**config.mk**
```make
export PLATFORM = sky130hd
export DESIGN_NAME = lpf_coef_top
export DESIGN_NICKNAME = d
export VERILOG_FILES = /design/src/hdl/lpf_pkg.sv /design/src/hdl/dsp_arbiter.sv /design/src/hdl/dsp_slice.sv /design/src/hdl/lpf_coef_calc.sv /design/src/hdl/lpf_coef_top.sv /design/src/hdl/taylor_eval.sv
export VERILOG_INCLUDE_DIRS = /design/src /design/src/hdl
export SDC_FILE = /design/constraint.sdc
export NUM_CORES = 1
export LEC_CHECK = 0
export ABC_AREA = 1
export BUFFER_PORTS_ARGS = -buffer_cell sky130_fd_sc_hd__buf_2
export CORE_MARGIN = 2
export CORE_UTILIZATION = 33
export CTS_CLUSTER_DIAMETER = 50
export DETAILED_ROUTE_END_ITERATION = 6
export HOLD_SLACK_MARGIN = 0.15
export PLACE_DENSITY_LB_ADDON = 0.05
export SLEW_MARGIN = 20
export SYNTH_ARGS = -nofsm -noshare
export SYNTH_HDL_FRONTEND = slang
export SYNTH_SLANG_ARGS = --single-unit
```
**constraint.sdc**
```tcl
create_clock -name reset -period 9.04 [get_ports reset]
set_clock_uncertainty 0.1 [all_clocks]
set_input_delay 0.452 -clock reset [delete_from_list [all_inputs] [get_ports reset]]
set_output_delay 0.452 -clock reset [all_outputs]
set_load 0.05 [all_outputs]
```
**src/hdl/lpf_cfg.svh**
```systemverilog
`ifndef LPF_CFG_SVH
`define LPF_CFG_SVH

// Data word width, Q2.16 signed
`define LPF_DW 18

// Fraction bits in a data word
`define LPF_FRAC 16

// Full product and addend width, Q4.32
`define LPF_PW 36

// Cycles from request valid to response valid
`define DSP_LAT 2

// Horner steps after the square
`define TAYLOR_TERMS 3

`endif

```
**src/hdl/lpf_pkg.sv**
```systemverilog
`include "lpf_cfg.svh"

package lpf_pkg;

    // ------------------------------------------------------------------
    // Shared multiply-add slice
    // ------------------------------------------------------------------

    // One operation for the slice
    typedef struct packed {
        logic                      valid;
        logic                      sub;   // Selects c minus a*b
        logic signed [`LPF_DW-1:0] a;
        logic signed [`LPF_DW-1:0] b;
        logic signed [`LPF_PW-1:0] c;     // Q4.32 addend
    } dsp_req_t;

    // Result, two cycles after the request
    typedef struct packed {
        logic                      valid;
        logic signed [`LPF_PW-1:0] p;
    } dsp_rsp_t;

    // Q4.32 result back to Q2.16 by truncation
    function automatic logic signed [`LPF_DW-1:0] to_q(input logic signed [`LPF_PW-1:0] p);
        return p[`LPF_FRAC+`LPF_DW-1:`LPF_FRAC];
    endfunction

    // Function picked for a Taylor run
    typedef enum logic {
        FUNC_SIN = 1'b0,
        FUNC_COS = 1'b1
    } func_sel_e;

    // ------------------------------------------------------------------
    // Coefficient set
    // ------------------------------------------------------------------

    // Named view, b0 in the top bits
    typedef struct packed {
        logic signed [`LPF_DW-1:0] b0;
        logic signed [`LPF_DW-1:0] b1;
        logic signed [`LPF_DW-1:0] b2;
        logic signed [`LPF_DW-1:0] a1;
        logic signed [`LPF_DW-1:0] a2;
    } coef_fields_t;

    // Word index of each named field
    localparam int COEF_B0 = 4;
    localparam int COEF_B1 = 3;
    localparam int COEF_B2 = 2;
    localparam int COEF_A1 = 1;
    localparam int COEF_A2 = 0;

    // Same 90 bits seen by name or by index
    typedef union packed {
        coef_fields_t              f;
        logic [4:0][`LPF_DW-1:0]   w;
    } coef_set_u;

endpackage

```
**src/hdl/dsp_arbiter.sv**
```systemverilog
`timescale 1ns/1ps
`include "lpf_cfg.svh"

module dsp_arbiter (
    input  logic              reset,
    input  logic              clk,
    input  logic              taylor_req_lvl,
    input  logic              coef_req_lvl,
    input  lpf_pkg::dsp_req_t taylor_req,
    input  lpf_pkg::dsp_req_t coef_req,
    output logic              taylor_gnt,
    output logic              coef_gnt,
    output lpf_pkg::dsp_req_t dsp_req
);

    // Slice owner
    localparam logic [1:0] OWN_NONE   = 2'd0;
    localparam logic [1:0] OWN_TAYLOR = 2'd1;
    localparam logic [1:0] OWN_COEF   = 2'd2;

    logic [1:0] owner;
    logic [1:0] owner_nxt;

    // ------------------------------------------------------------------
    // Grant
    // ------------------------------------------------------------------

    // Owner keeps the slice until its level drops
    always_comb begin
        owner_nxt = owner;
        case (owner)
            OWN_TAYLOR: begin
                if (!taylor_req_lvl) begin
                    owner_nxt = coef_req_lvl ? OWN_COEF : OWN_NONE;
                end
            end
            OWN_COEF: begin
                if (!coef_req_lvl) begin
                    owner_nxt = taylor_req_lvl ? OWN_TAYLOR : OWN_NONE;
                end
            end
            default: begin
                // Free slice, Taylor first
                if (taylor_req_lvl) begin
                    owner_nxt = OWN_TAYLOR;
                end else if (coef_req_lvl) begin
                    owner_nxt = OWN_COEF;
                end else begin
                    owner_nxt = OWN_NONE;
                end
            end
        endcase
    end

    always_ff @(posedge reset or posedge clk) begin
        if (clk) begin
            owner <= OWN_NONE;
        end else begin
            owner <= owner_nxt;
        end
    end

    assign taylor_gnt = (owner == OWN_TAYLOR);
    assign coef_gnt   = (owner == OWN_COEF);

    // ------------------------------------------------------------------
    // Request routing
    // ------------------------------------------------------------------

    // Idle request when nobody owns the slice
    always_comb begin
        case (owner)
            OWN_TAYLOR: dsp_req = taylor_req;
            OWN_COEF:   dsp_req = coef_req;
            default:    dsp_req = '0;
        endcase
    end

    // Single owner at a time
    assert property (@(posedge reset) disable iff (clk) !(taylor_gnt && coef_gnt));

    // Grant released one cycle after the level drops
    assert property (@(posedge reset) disable iff (clk) !taylor_req_lvl |=> !taylor_gnt);
    assert property (@(posedge reset) disable iff (clk) !coef_req_lvl |=> !coef_gnt);

endmodule

```
**src/hdl/dsp_slice.sv**
```systemverilog
`timescale 1ns/1ps
`include "lpf_cfg.svh"

module dsp_slice (
    input  logic              reset,
    input  logic              clk,
    input  lpf_pkg::dsp_req_t req,
    output lpf_pkg::dsp_rsp_t rsp
);

    // Stage 1 holds product and addend
    logic                      s1_valid;
    logic                      s1_sub;
    logic signed [`LPF_PW-1:0] s1_prod;
    logic signed [`LPF_PW-1:0] s1_c;

    // Stage 2 holds the sum
    logic                      s2_valid;
    logic signed [`LPF_PW-1:0] s2_p;

    // Valid pipe
    always_ff @(posedge reset or posedge clk) begin
        if (clk) begin
            s1_valid <= 1'b0;
            s2_valid <= 1'b0;
        end else begin
            s1_valid <= req.valid;
            s2_valid <= s1_valid;
        end
    end

    // Operand pipe
    always_ff @(posedge reset) begin
        // Full 36 bit signed product
        s1_prod <= req.a * req.b;
        s1_c    <= req.c;
        s1_sub  <= req.sub;
        // Post add or subtract
        s2_p    <= s1_sub ? (s1_c - s1_prod) : (s1_c + s1_prod);
    end

    assign rsp.valid = s2_valid;
    assign rsp.p     = s2_p;

endmodule

```
**src/hdl/lpf_coef_calc.sv**
```systemverilog
`timescale 1ns/1ps
`include "lpf_cfg.svh"

module lpf_coef_calc (
    input  logic                      reset,
    input  logic                      clk,
    input  logic signed [`LPF_DW-1:0] omega0,
    input  logic signed [`LPF_DW-1:0] inv_2q,
    input  logic                      do_calc,
    output lpf_pkg::coef_set_u        coefs,
    output logic                      calc_done,
    output logic                      taylor_start,
    output lpf_pkg::func_sel_e        taylor_func,
    output logic signed [`LPF_DW-1:0] taylor_x,
    input  logic                      taylor_done,
    input  logic signed [`LPF_DW-1:0] taylor_result,
    output logic                      dsp_req_lvl,
    input  logic                      dsp_gnt,
    output lpf_pkg::dsp_req_t         dsp_req,
    input  lpf_pkg::dsp_rsp_t         dsp_rsp
);

    localparam logic [3:0] ST_IDLE        = 4'd0;
    localparam logic [3:0] ST_SIN_START   = 4'd1;
    localparam logic [3:0] ST_SIN_WAIT    = 4'd2;
    localparam logic [3:0] ST_COS_START   = 4'd3;
    localparam logic [3:0] ST_COS_WAIT    = 4'd4;
    localparam logic [3:0] ST_ALPHA_REQ   = 4'd5;
    localparam logic [3:0] ST_ALPHA_ISSUE = 4'd6;
    localparam logic [3:0] ST_ALPHA_WAIT  = 4'd7;
    localparam logic [3:0] ST_FILL        = 4'd8;
    localparam logic [3:0] ST_DONE        = 4'd9;

    localparam logic signed [`LPF_DW-1:0] ONE_Q = `LPF_DW'(1) <<< `LPF_FRAC;

    logic [3:0]                state;
    logic signed [`LPF_DW-1:0] w0_r;
    logic signed [`LPF_DW-1:0] inv_2q_r;
    logic signed [`LPF_DW-1:0] sin_r;
    logic signed [`LPF_DW-1:0] cos_r;
    logic signed [`LPF_DW-1:0] alpha_r;
    logic signed [`LPF_DW-1:0] b1;
    logic signed [`LPF_DW-1:0] a1;
    logic signed [`LPF_DW-1:0] a2;

    // ------------------------------------------------------------------
    // Sequencer
    // ------------------------------------------------------------------
    always_ff @(posedge reset or posedge clk) begin
        if (clk) begin
            state <= ST_IDLE;
        end else begin
            case (state)
                // Restart requests outside idle are dropped
                ST_IDLE:        if (do_calc) state <= ST_SIN_START;
                ST_SIN_START:   state <= ST_SIN_WAIT;
                ST_SIN_WAIT:    if (taylor_done) state <= ST_COS_START;
                ST_COS_START:   state <= ST_COS_WAIT;
                ST_COS_WAIT:    if (taylor_done) state <= ST_ALPHA_REQ;
                ST_ALPHA_REQ:   if (dsp_gnt) state <= ST_ALPHA_ISSUE;
                ST_ALPHA_ISSUE: state <= ST_ALPHA_WAIT;
                ST_ALPHA_WAIT:  if (dsp_rsp.valid && dsp_gnt) state <= ST_FILL;
                ST_FILL:        state <= ST_DONE;
                default:        state <= ST_IDLE;
            endcase
        end
    end

    // Inputs frozen for the whole run
    always_ff @(posedge reset) begin
        if (state == ST_IDLE && do_calc) begin
            w0_r     <= omega0;
            inv_2q_r <= inv_2q;
        end
        if (state == ST_SIN_WAIT && taylor_done) begin
            sin_r <= taylor_result;
        end
        if (state == ST_COS_WAIT && taylor_done) begin
            cos_r <= taylor_result;
        end
        if (state == ST_ALPHA_WAIT && dsp_rsp.valid && dsp_gnt) begin
            alpha_r <= lpf_pkg::to_q(dsp_rsp.p);
        end
    end

    // Taylor control
    assign taylor_start = (state == ST_SIN_START) || (state == ST_COS_START);
    assign taylor_x     = w0_r;

    always_comb begin
        taylor_func = lpf_pkg::FUNC_SIN;
        if (state == ST_COS_START) begin
            taylor_func = lpf_pkg::FUNC_COS;
        end
    end

    // ------------------------------------------------------------------
    // Alpha multiply on the shared slice
    // ------------------------------------------------------------------
    assign dsp_req_lvl = (state == ST_ALPHA_REQ) || (state == ST_ALPHA_ISSUE) ||
                         (state == ST_ALPHA_WAIT);

    // sin times inv_2q with zero addend
    always_comb begin
        dsp_req       = '0;
        dsp_req.valid = (state == ST_ALPHA_ISSUE);
        dsp_req.a     = sin_r;
        dsp_req.b     = inv_2q_r;
    end

    // ------------------------------------------------------------------
    // Coefficient fill
    // ------------------------------------------------------------------
    assign b1 = ONE_Q - cos_r;
    // Wraps to the right code at cos of exactly 1.0
    assign a1 = -(cos_r <<< 1);
    assign a2 = ONE_Q - alpha_r;

    // Output word moves only with calc_done
    always_ff @(posedge reset or posedge clk) begin
        if (clk) begin
            coefs     <= '0;
            calc_done <= 1'b0;
        end else begin
            calc_done <= (state == ST_FILL);
            if (state == ST_FILL) begin
                coefs.w[lpf_pkg::COEF_B0] <= b1 >>> 1;
                coefs.w[lpf_pkg::COEF_B1] <= b1;
                coefs.w[lpf_pkg::COEF_B2] <= b1 >>> 1;
                coefs.w[lpf_pkg::COEF_A1] <= a1;
                coefs.w[lpf_pkg::COEF_A2] <= a2;
            end
        end
    end

    // One pulse per run
    assert property (@(posedge reset) disable iff (clk) calc_done |=> !calc_done);

endmodule

```
**src/hdl/lpf_coef_top.sv**
```systemverilog
`timescale 1ns/1ps
`include "lpf_cfg.svh"

module lpf_coef_top (
    input  logic                      reset,
    input  logic                      clk,
    input  logic signed [`LPF_DW-1:0] omega0,
    input  logic signed [`LPF_DW-1:0] inv_2q,
    input  logic                      do_calc,
    output lpf_pkg::coef_set_u        coefs,
    output logic                      calc_done
);

    // Sequencer to Taylor block
    logic                      taylor_start;
    lpf_pkg::func_sel_e        taylor_func;
    logic signed [`LPF_DW-1:0] taylor_x;
    logic                      taylor_done;
    logic signed [`LPF_DW-1:0] taylor_result;

    // Peers to arbiter
    logic              taylor_lvl;
    logic              coef_lvl;
    logic              taylor_gnt;
    logic              coef_gnt;
    lpf_pkg::dsp_req_t taylor_dsp_req;
    lpf_pkg::dsp_req_t coef_dsp_req;

    // Arbiter to slice, response fans out to both peers
    lpf_pkg::dsp_req_t dsp_req;
    lpf_pkg::dsp_rsp_t dsp_rsp;

    lpf_coef_calc lpf_coef_calc_inst (
        .reset         (reset),
        .clk           (clk),
        .omega0        (omega0),
        .inv_2q        (inv_2q),
        .do_calc       (do_calc),
        .coefs         (coefs),
        .calc_done     (calc_done),
        .taylor_start  (taylor_start),
        .taylor_func   (taylor_func),
        .taylor_x      (taylor_x),
        .taylor_done   (taylor_done),
        .taylor_result (taylor_result),
        .dsp_req_lvl   (coef_lvl),
        .dsp_gnt       (coef_gnt),
        .dsp_req       (coef_dsp_req),
        .dsp_rsp       (dsp_rsp)
    );

    taylor_eval taylor_eval_inst (
        .reset       (reset),
        .clk         (clk),
        .do_calc     (taylor_start),
        .func_sel    (taylor_func),
        .x_in        (taylor_x),
        .calc_done   (taylor_done),
        .result      (taylor_result),
        .dsp_req_lvl (taylor_lvl),
        .dsp_gnt     (taylor_gnt),
        .dsp_req     (taylor_dsp_req),
        .dsp_rsp     (dsp_rsp)
    );

    dsp_arbiter dsp_arbiter_inst (
        .reset          (reset),
        .clk            (clk),
        .taylor_req_lvl (taylor_lvl),
        .coef_req_lvl   (coef_lvl),
        .taylor_req     (taylor_dsp_req),
        .coef_req       (coef_dsp_req),
        .taylor_gnt     (taylor_gnt),
        .coef_gnt       (coef_gnt),
        .dsp_req        (dsp_req)
    );

    dsp_slice dsp_slice_inst (
        .reset (reset),
        .clk   (clk),
        .req   (dsp_req),
        .rsp   (dsp_rsp)
    );

endmodule

```
**src/hdl/taylor_eval.sv**
```systemverilog
`timescale 1ns/1ps
`include "lpf_cfg.svh"

module taylor_eval (
    input  logic                      reset,
    input  logic                      clk,
    input  logic                      do_calc,
    input  lpf_pkg::func_sel_e        func_sel,
    input  logic signed [`LPF_DW-1:0] x_in,
    output logic                      calc_done,
    output logic signed [`LPF_DW-1:0] result,
    output logic                      dsp_req_lvl,
    input  logic                      dsp_gnt,
    output lpf_pkg::dsp_req_t         dsp_req,
    input  lpf_pkg::dsp_rsp_t         dsp_rsp
);

    localparam logic [1:0] ST_IDLE  = 2'd0;
    localparam logic [1:0] ST_REQ   = 2'd1;
    localparam logic [1:0] ST_ISSUE = 2'd2;
    localparam logic [1:0] ST_WAIT  = 2'd3;

    // Step 0 is the square, then the Horner steps
    localparam int SW = $clog2(`TAYLOR_TERMS + 1);
    localparam int CW = $clog2(`DSP_LAT + 1);

    // 1.0 as a data word and as an addend
    localparam logic signed [`LPF_DW-1:0] ONE_Q = `LPF_DW'(1) <<< `LPF_FRAC;
    localparam logic signed [`LPF_PW-1:0] ONE_C = `LPF_PW'(1) <<< (2 * `LPF_FRAC);

    logic [1:0]                state;
    logic [SW-1:0]             step;
    logic [CW-1:0]             cnt;
    logic                      rsp_here;
    logic signed [`LPF_DW-1:0] x_r;
    logic signed [`LPF_DW-1:0] y_r;    // Half of x squared
    logic signed [`LPF_DW-1:0] acc_r;
    lpf_pkg::func_sel_e        func_r;

    // Series on y = x*x/2
    //   sin = x * (1 - y * (1/3 - y/30))
    //   cos = 1 * (1 - y * (1 - y/6))
    // Truncated Q2.16 reciprocals
    function automatic logic signed [`LPF_DW-1:0] rcp(input lpf_pkg::func_sel_e f,
                                                     input logic idx);
        logic signed [`LPF_DW-1:0] k;
        case ({f, idx})
            {lpf_pkg::FUNC_SIN, 1'b0}: k = 18'sd21845;  // 1/3
            {lpf_pkg::FUNC_SIN, 1'b1}: k = 18'sd2184;   // 1/30
            {lpf_pkg::FUNC_COS, 1'b0}: k = 18'sd65536;  // 1
            default:                   k = 18'sd10922;  // 1/6
        endcase
        return k;
    endfunction

    // ------------------------------------------------------------------
    // Operand select per step
    // ------------------------------------------------------------------
    always_comb begin
        dsp_req       = '0;
        dsp_req.valid = (state == ST_ISSUE);
        case (step)
            SW'(0): begin
                // x times x/2
                dsp_req.a = x_r;
                dsp_req.b = x_r >>> 1;
            end
            SW'(1): begin
                dsp_req.sub = 1'b1;
                dsp_req.a   = y_r;
                dsp_req.b   = rcp(func_r, 1'b1);
                dsp_req.c   = `LPF_PW'(rcp(func_r, 1'b0)) <<< `LPF_FRAC;
            end
            SW'(2): begin
                dsp_req.sub = 1'b1;
                dsp_req.a   = y_r;
                dsp_req.b   = acc_r;
                dsp_req.c   = ONE_C;
            end
            default: begin
                // Outer factor, x for sin and 1 for cos
                dsp_req.a = acc_r;
                dsp_req.b = (func_r == lpf_pkg::FUNC_SIN) ? x_r : ONE_Q;
            end
        endcase
    end

    // Slice result due this cycle
    assign rsp_here = (state == ST_WAIT) && (cnt == CW'(`DSP_LAT));

    // ------------------------------------------------------------------
    // FSM
    // ------------------------------------------------------------------
    always_ff @(posedge reset or posedge clk) begin
        if (clk) begin
            state     <= ST_IDLE;
            step      <= '0;
            cnt       <= '0;
            calc_done <= 1'b0;
        end else begin
            calc_done <= 1'b0;
            case (state)
                ST_IDLE: begin
                    if (do_calc) begin
                        state <= ST_REQ;
                        step  <= '0;
                    end
                end
                ST_REQ: begin
                    if (dsp_gnt) begin
                        state <= ST_ISSUE;
                    end
                end
                ST_ISSUE: begin
                    state <= ST_WAIT;
                    cnt   <= CW'(1);
                end
                default: begin
                    cnt <= cnt + 1'b1;
                    if (rsp_here) begin
                        if (step == SW'(`TAYLOR_TERMS)) begin
                            calc_done <= 1'b1;
                            state     <= ST_IDLE;
                        end else begin
                            step  <= step + 1'b1;
                            state <= ST_ISSUE;
                        end
                    end
                end
            endcase
        end
    end

    // Operands and partial results
    always_ff @(posedge reset) begin
        if (state == ST_IDLE && do_calc) begin
            x_r    <= x_in;
            func_r <= func_sel;
        end
        if (rsp_here) begin
            if (step == SW'(0)) begin
                y_r <= lpf_pkg::to_q(dsp_rsp.p);
            end else if (step == SW'(`TAYLOR_TERMS)) begin
                result <= lpf_pkg::to_q(dsp_rsp.p);
            end else begin
                acc_r <= lpf_pkg::to_q(dsp_rsp.p);
            end
        end
    end

    // Level held from start through the last response
    assign dsp_req_lvl = (state != ST_IDLE);

    // Issue only under a grant from the arbiter
    assert property (@(posedge reset) disable iff (clk) dsp_req.valid |-> dsp_gnt);

endmodule

```
==> results.cfg <==
[status]
status = finished, final reports clean

[final_layout]
largest_reg_flops = 37
reg.largest.list = lpf_coef_calc_inst.coefs: 37 flops, dsp_slice_inst.s1_prod: 34 flops
fillers = 7623
diodes = 0
final_util_pct = 38.0
regMostFlops = lpf_coef_calc_inst.coefs
drive_above_1_share_pct = 11.9
layout.nets = 3461
syn2layout_area_growth_pct = 14.1

[timing]
slew_viol_final = 0
fmax_mhz = 121
hold_violations = 0
period_needed_ns = 8.27
max_slew_margin_pct = 28.4
rsz0062_at_grt = no
fin_crit_sh_pct = 91.5
finalSetupTns_ns = 0
worst_pin_slew_ns = 1.07
setup_viol = 0

[clock_tree]
cts_root_buffer = clkbuf_16
cts_resized = 0
numCtsBuffers = 42
cts_sinks = 271
htreeDepth = 2
cts_buffer_depth = 3
cts.clk_slew.worst_paths_ns = 0.06
cts_tree = yes
clk_latency_ns = 0.59

[route]
dr.pass1.iters = 5
drt_iter0_markers = 1076
wl_um = 78100
drc = 0
wl_per_cell_um = 19.6
vias = 18600
viasPerCell = 4.66
detail-route-antenna-nets = 0

[power_and_ir_drop]
combinationalPowerShare_pct = 0.9
power.leakage_nw = 14.6
switching_share_pct = 23.4
pwr_density_cell_nw_per_um2 = 105
power_frac_seq_pct = 44.0
p_int_mw = 2.27
p_sw_mw = 0.692
max-vdd-ir-drop_mv = 0.124
pwr-share-clk_pct = 55.1

[worst_setup_path]
cp_common_cell = inv_1
r2r_setup_slack_ns = 0.77
required_ns = 9.40
arrival_ns = 8.63
crit_type = register to register
critPathSlowestCell = fa_1
reg2reg_depth = 32
cp-end-kind = register
cp_slowest_stage_delay_ns = 0.58
cp-start-kind = register
worstPathMaxFanout = 18

[logic_synthesis]
synth_area_um2 = 24800
synth_edf_count = 163
yosys.cell_count.top_type = inv_1
ys_seq_elements = 271
ys_top_cells_by_count = inv_1, nand2_1, fa_1
synthArstFlopShare_pct = 19.6
syn_inst = 2830
syn_avg_cell_area_um2 = 8.76
synth_nets = 3300
synth_top_area_share_pct = 25.4
synth_top_area_cell = fa_1
synth_flop_cell = edfxtp_1
ys_seq_area_share_pct = 29.5
yosysUniqueCellTypes = 59
synth_area_leaders = fa_1, edfxtp_1, inv_1
yosys_warnings = 0

[floorplanning]
dieArea_um2 = 77300
core_um2 = 74400
initial_utilization_pct = 33.3
fp.dieW_um = 278
die_y_um = 278
pin_count = 130
rows = 100

[flow_run]
max_cap_violations = 0

[grt]
grt_pass1_vias = 19300
track_usage_pct = 20.6
grt_overflow = 0
grt_antenna_before_repair = 1
grt_max_degree = 54
grt_pass1_wl_um = 120000

[place]
post-dp-hpwl_um = 64900
gp_congestion = 0.922
numPortBuffers = 128

[min_path]
hold-path-cell-count = 0
hold_path.class = register to register
per-layer routing:
metal	up-vias	GRT usage [%]	wire [um]
li1	8894	-	-
met1	9243	27.6	34300
met2	378	35.6	39000
met3	82	2.12	2940
met4	0	5.20	1830
met5	-	0	0
cell families after synthesis:
logic type,Yosys count,synth area share (%)
adder cells (fa/ha/maj),431,31.3
other,1,0.0151
AND/OR/NAND/NOR,1018,17.4
XOR/XNOR,74,2.61
flip-flops,271,29.5
AO/OA/AOI/OAI,264,6.39
buffers and inverters,771,12.7
power groups by stage:
stage / registers, mW / logic (mW) / clock network [mW]
3_3_place_gp: 1.33 / 0.0151 / 0
4_1_cts: 1.30 / 0.0286 / 1.69
5_1_grt: 1.30 / 0.0308 / 1.73
3_5_place_dp: 1.33 / 0.0151 / 0
2_1_floorplan: 1.33 / 0.00480 / 0
6_report: 1.30 / 0.0279 / 1.63
worst max-delay path: cells and delay by family, from the launching register on:
kind            cells  cell delay [ns]
fa+ha+maj           8             3.73
compound gates      7             1.76
simple gates        9             1.27
buf+inv             8             0.88
flops               1             0.40
repair_timing:
| action | 4_1_cts | 5_1_grt |
|---|---|---|
| endpoints found under the setup margin | 0 | 0 |
| setup buffers | 0 | 0 |
| hold buffers | 38 | 0 |
| hold endpoints to repair | 90 | 0 |
path summary, 6_finish.rpt:
kind,startpoint,to
hold / removal,dsp_slice_inst.s1_valid$_DFF_PP0_,dsp_slice_inst.s2_valid$_DFF_PP0_
hold reg to reg,dsp_slice_inst.s1_valid$_DFF_PP0_,dsp_slice_inst.s2_valid$_DFF_PP0_
setup / recovery,taylor_eval_inst.step[0]$_DFFE_PP0P_,dsp_slice_inst.s1_prod[31]$_DFF_P_
setup reg to reg,taylor_eval_inst.step[0]$_DFFE_PP0P_,dsp_slice_inst.s1_prod[31]$_DFF_P_
min in group asynchronous,clk,lpf_coef_calc_inst.coefs[0]$_DFFE_PP0P_
max in group asynchronous,clk,taylor_eval_inst.step[1]$_DFFE_PP0P_
through the flow:
stage	hold WS (ns)	cells	area, um2	setup slack [ns]	power (mW)
floorplan	0.231	2830	24800	2.16	1.33
global placement	0.234	3878	26500	0.847	1.34
detailed placement	0.240	3878	26500	0.799	1.34
CTS	0.247	3994	28300	0.746	3.02
global route	0.277	3994	28300	0.268	3.06
finish	0.248	3994	28300	0.766	2.96
layout make-up:
type                       count  area [um2]  area share, %
clock buffer                  46        1070           3.77
inverter                     651        2450           8.65
multi-input combinational   1788       14300           50.6
timing repair buffer         237        1550           5.49
sequential                   271        7320           25.9
tap                          969        1210           4.29
clock inverter                32         360           1.27
layout by cell type (no fill, tap or decap), drive strengths merged, types with 30 or more instances in the layout:
master	count
xor2	50
clkbuf	46
nor2	260
a21oi	106
buf	199
dfxtp	55
dlygate4sd3	38
nand2	614
inv	663
nand3	69
dfrtp	53
edfxtp	163
o21ai	90
ha	116
nand4	30
fa	315
Power figures use the tool's default switching activity.
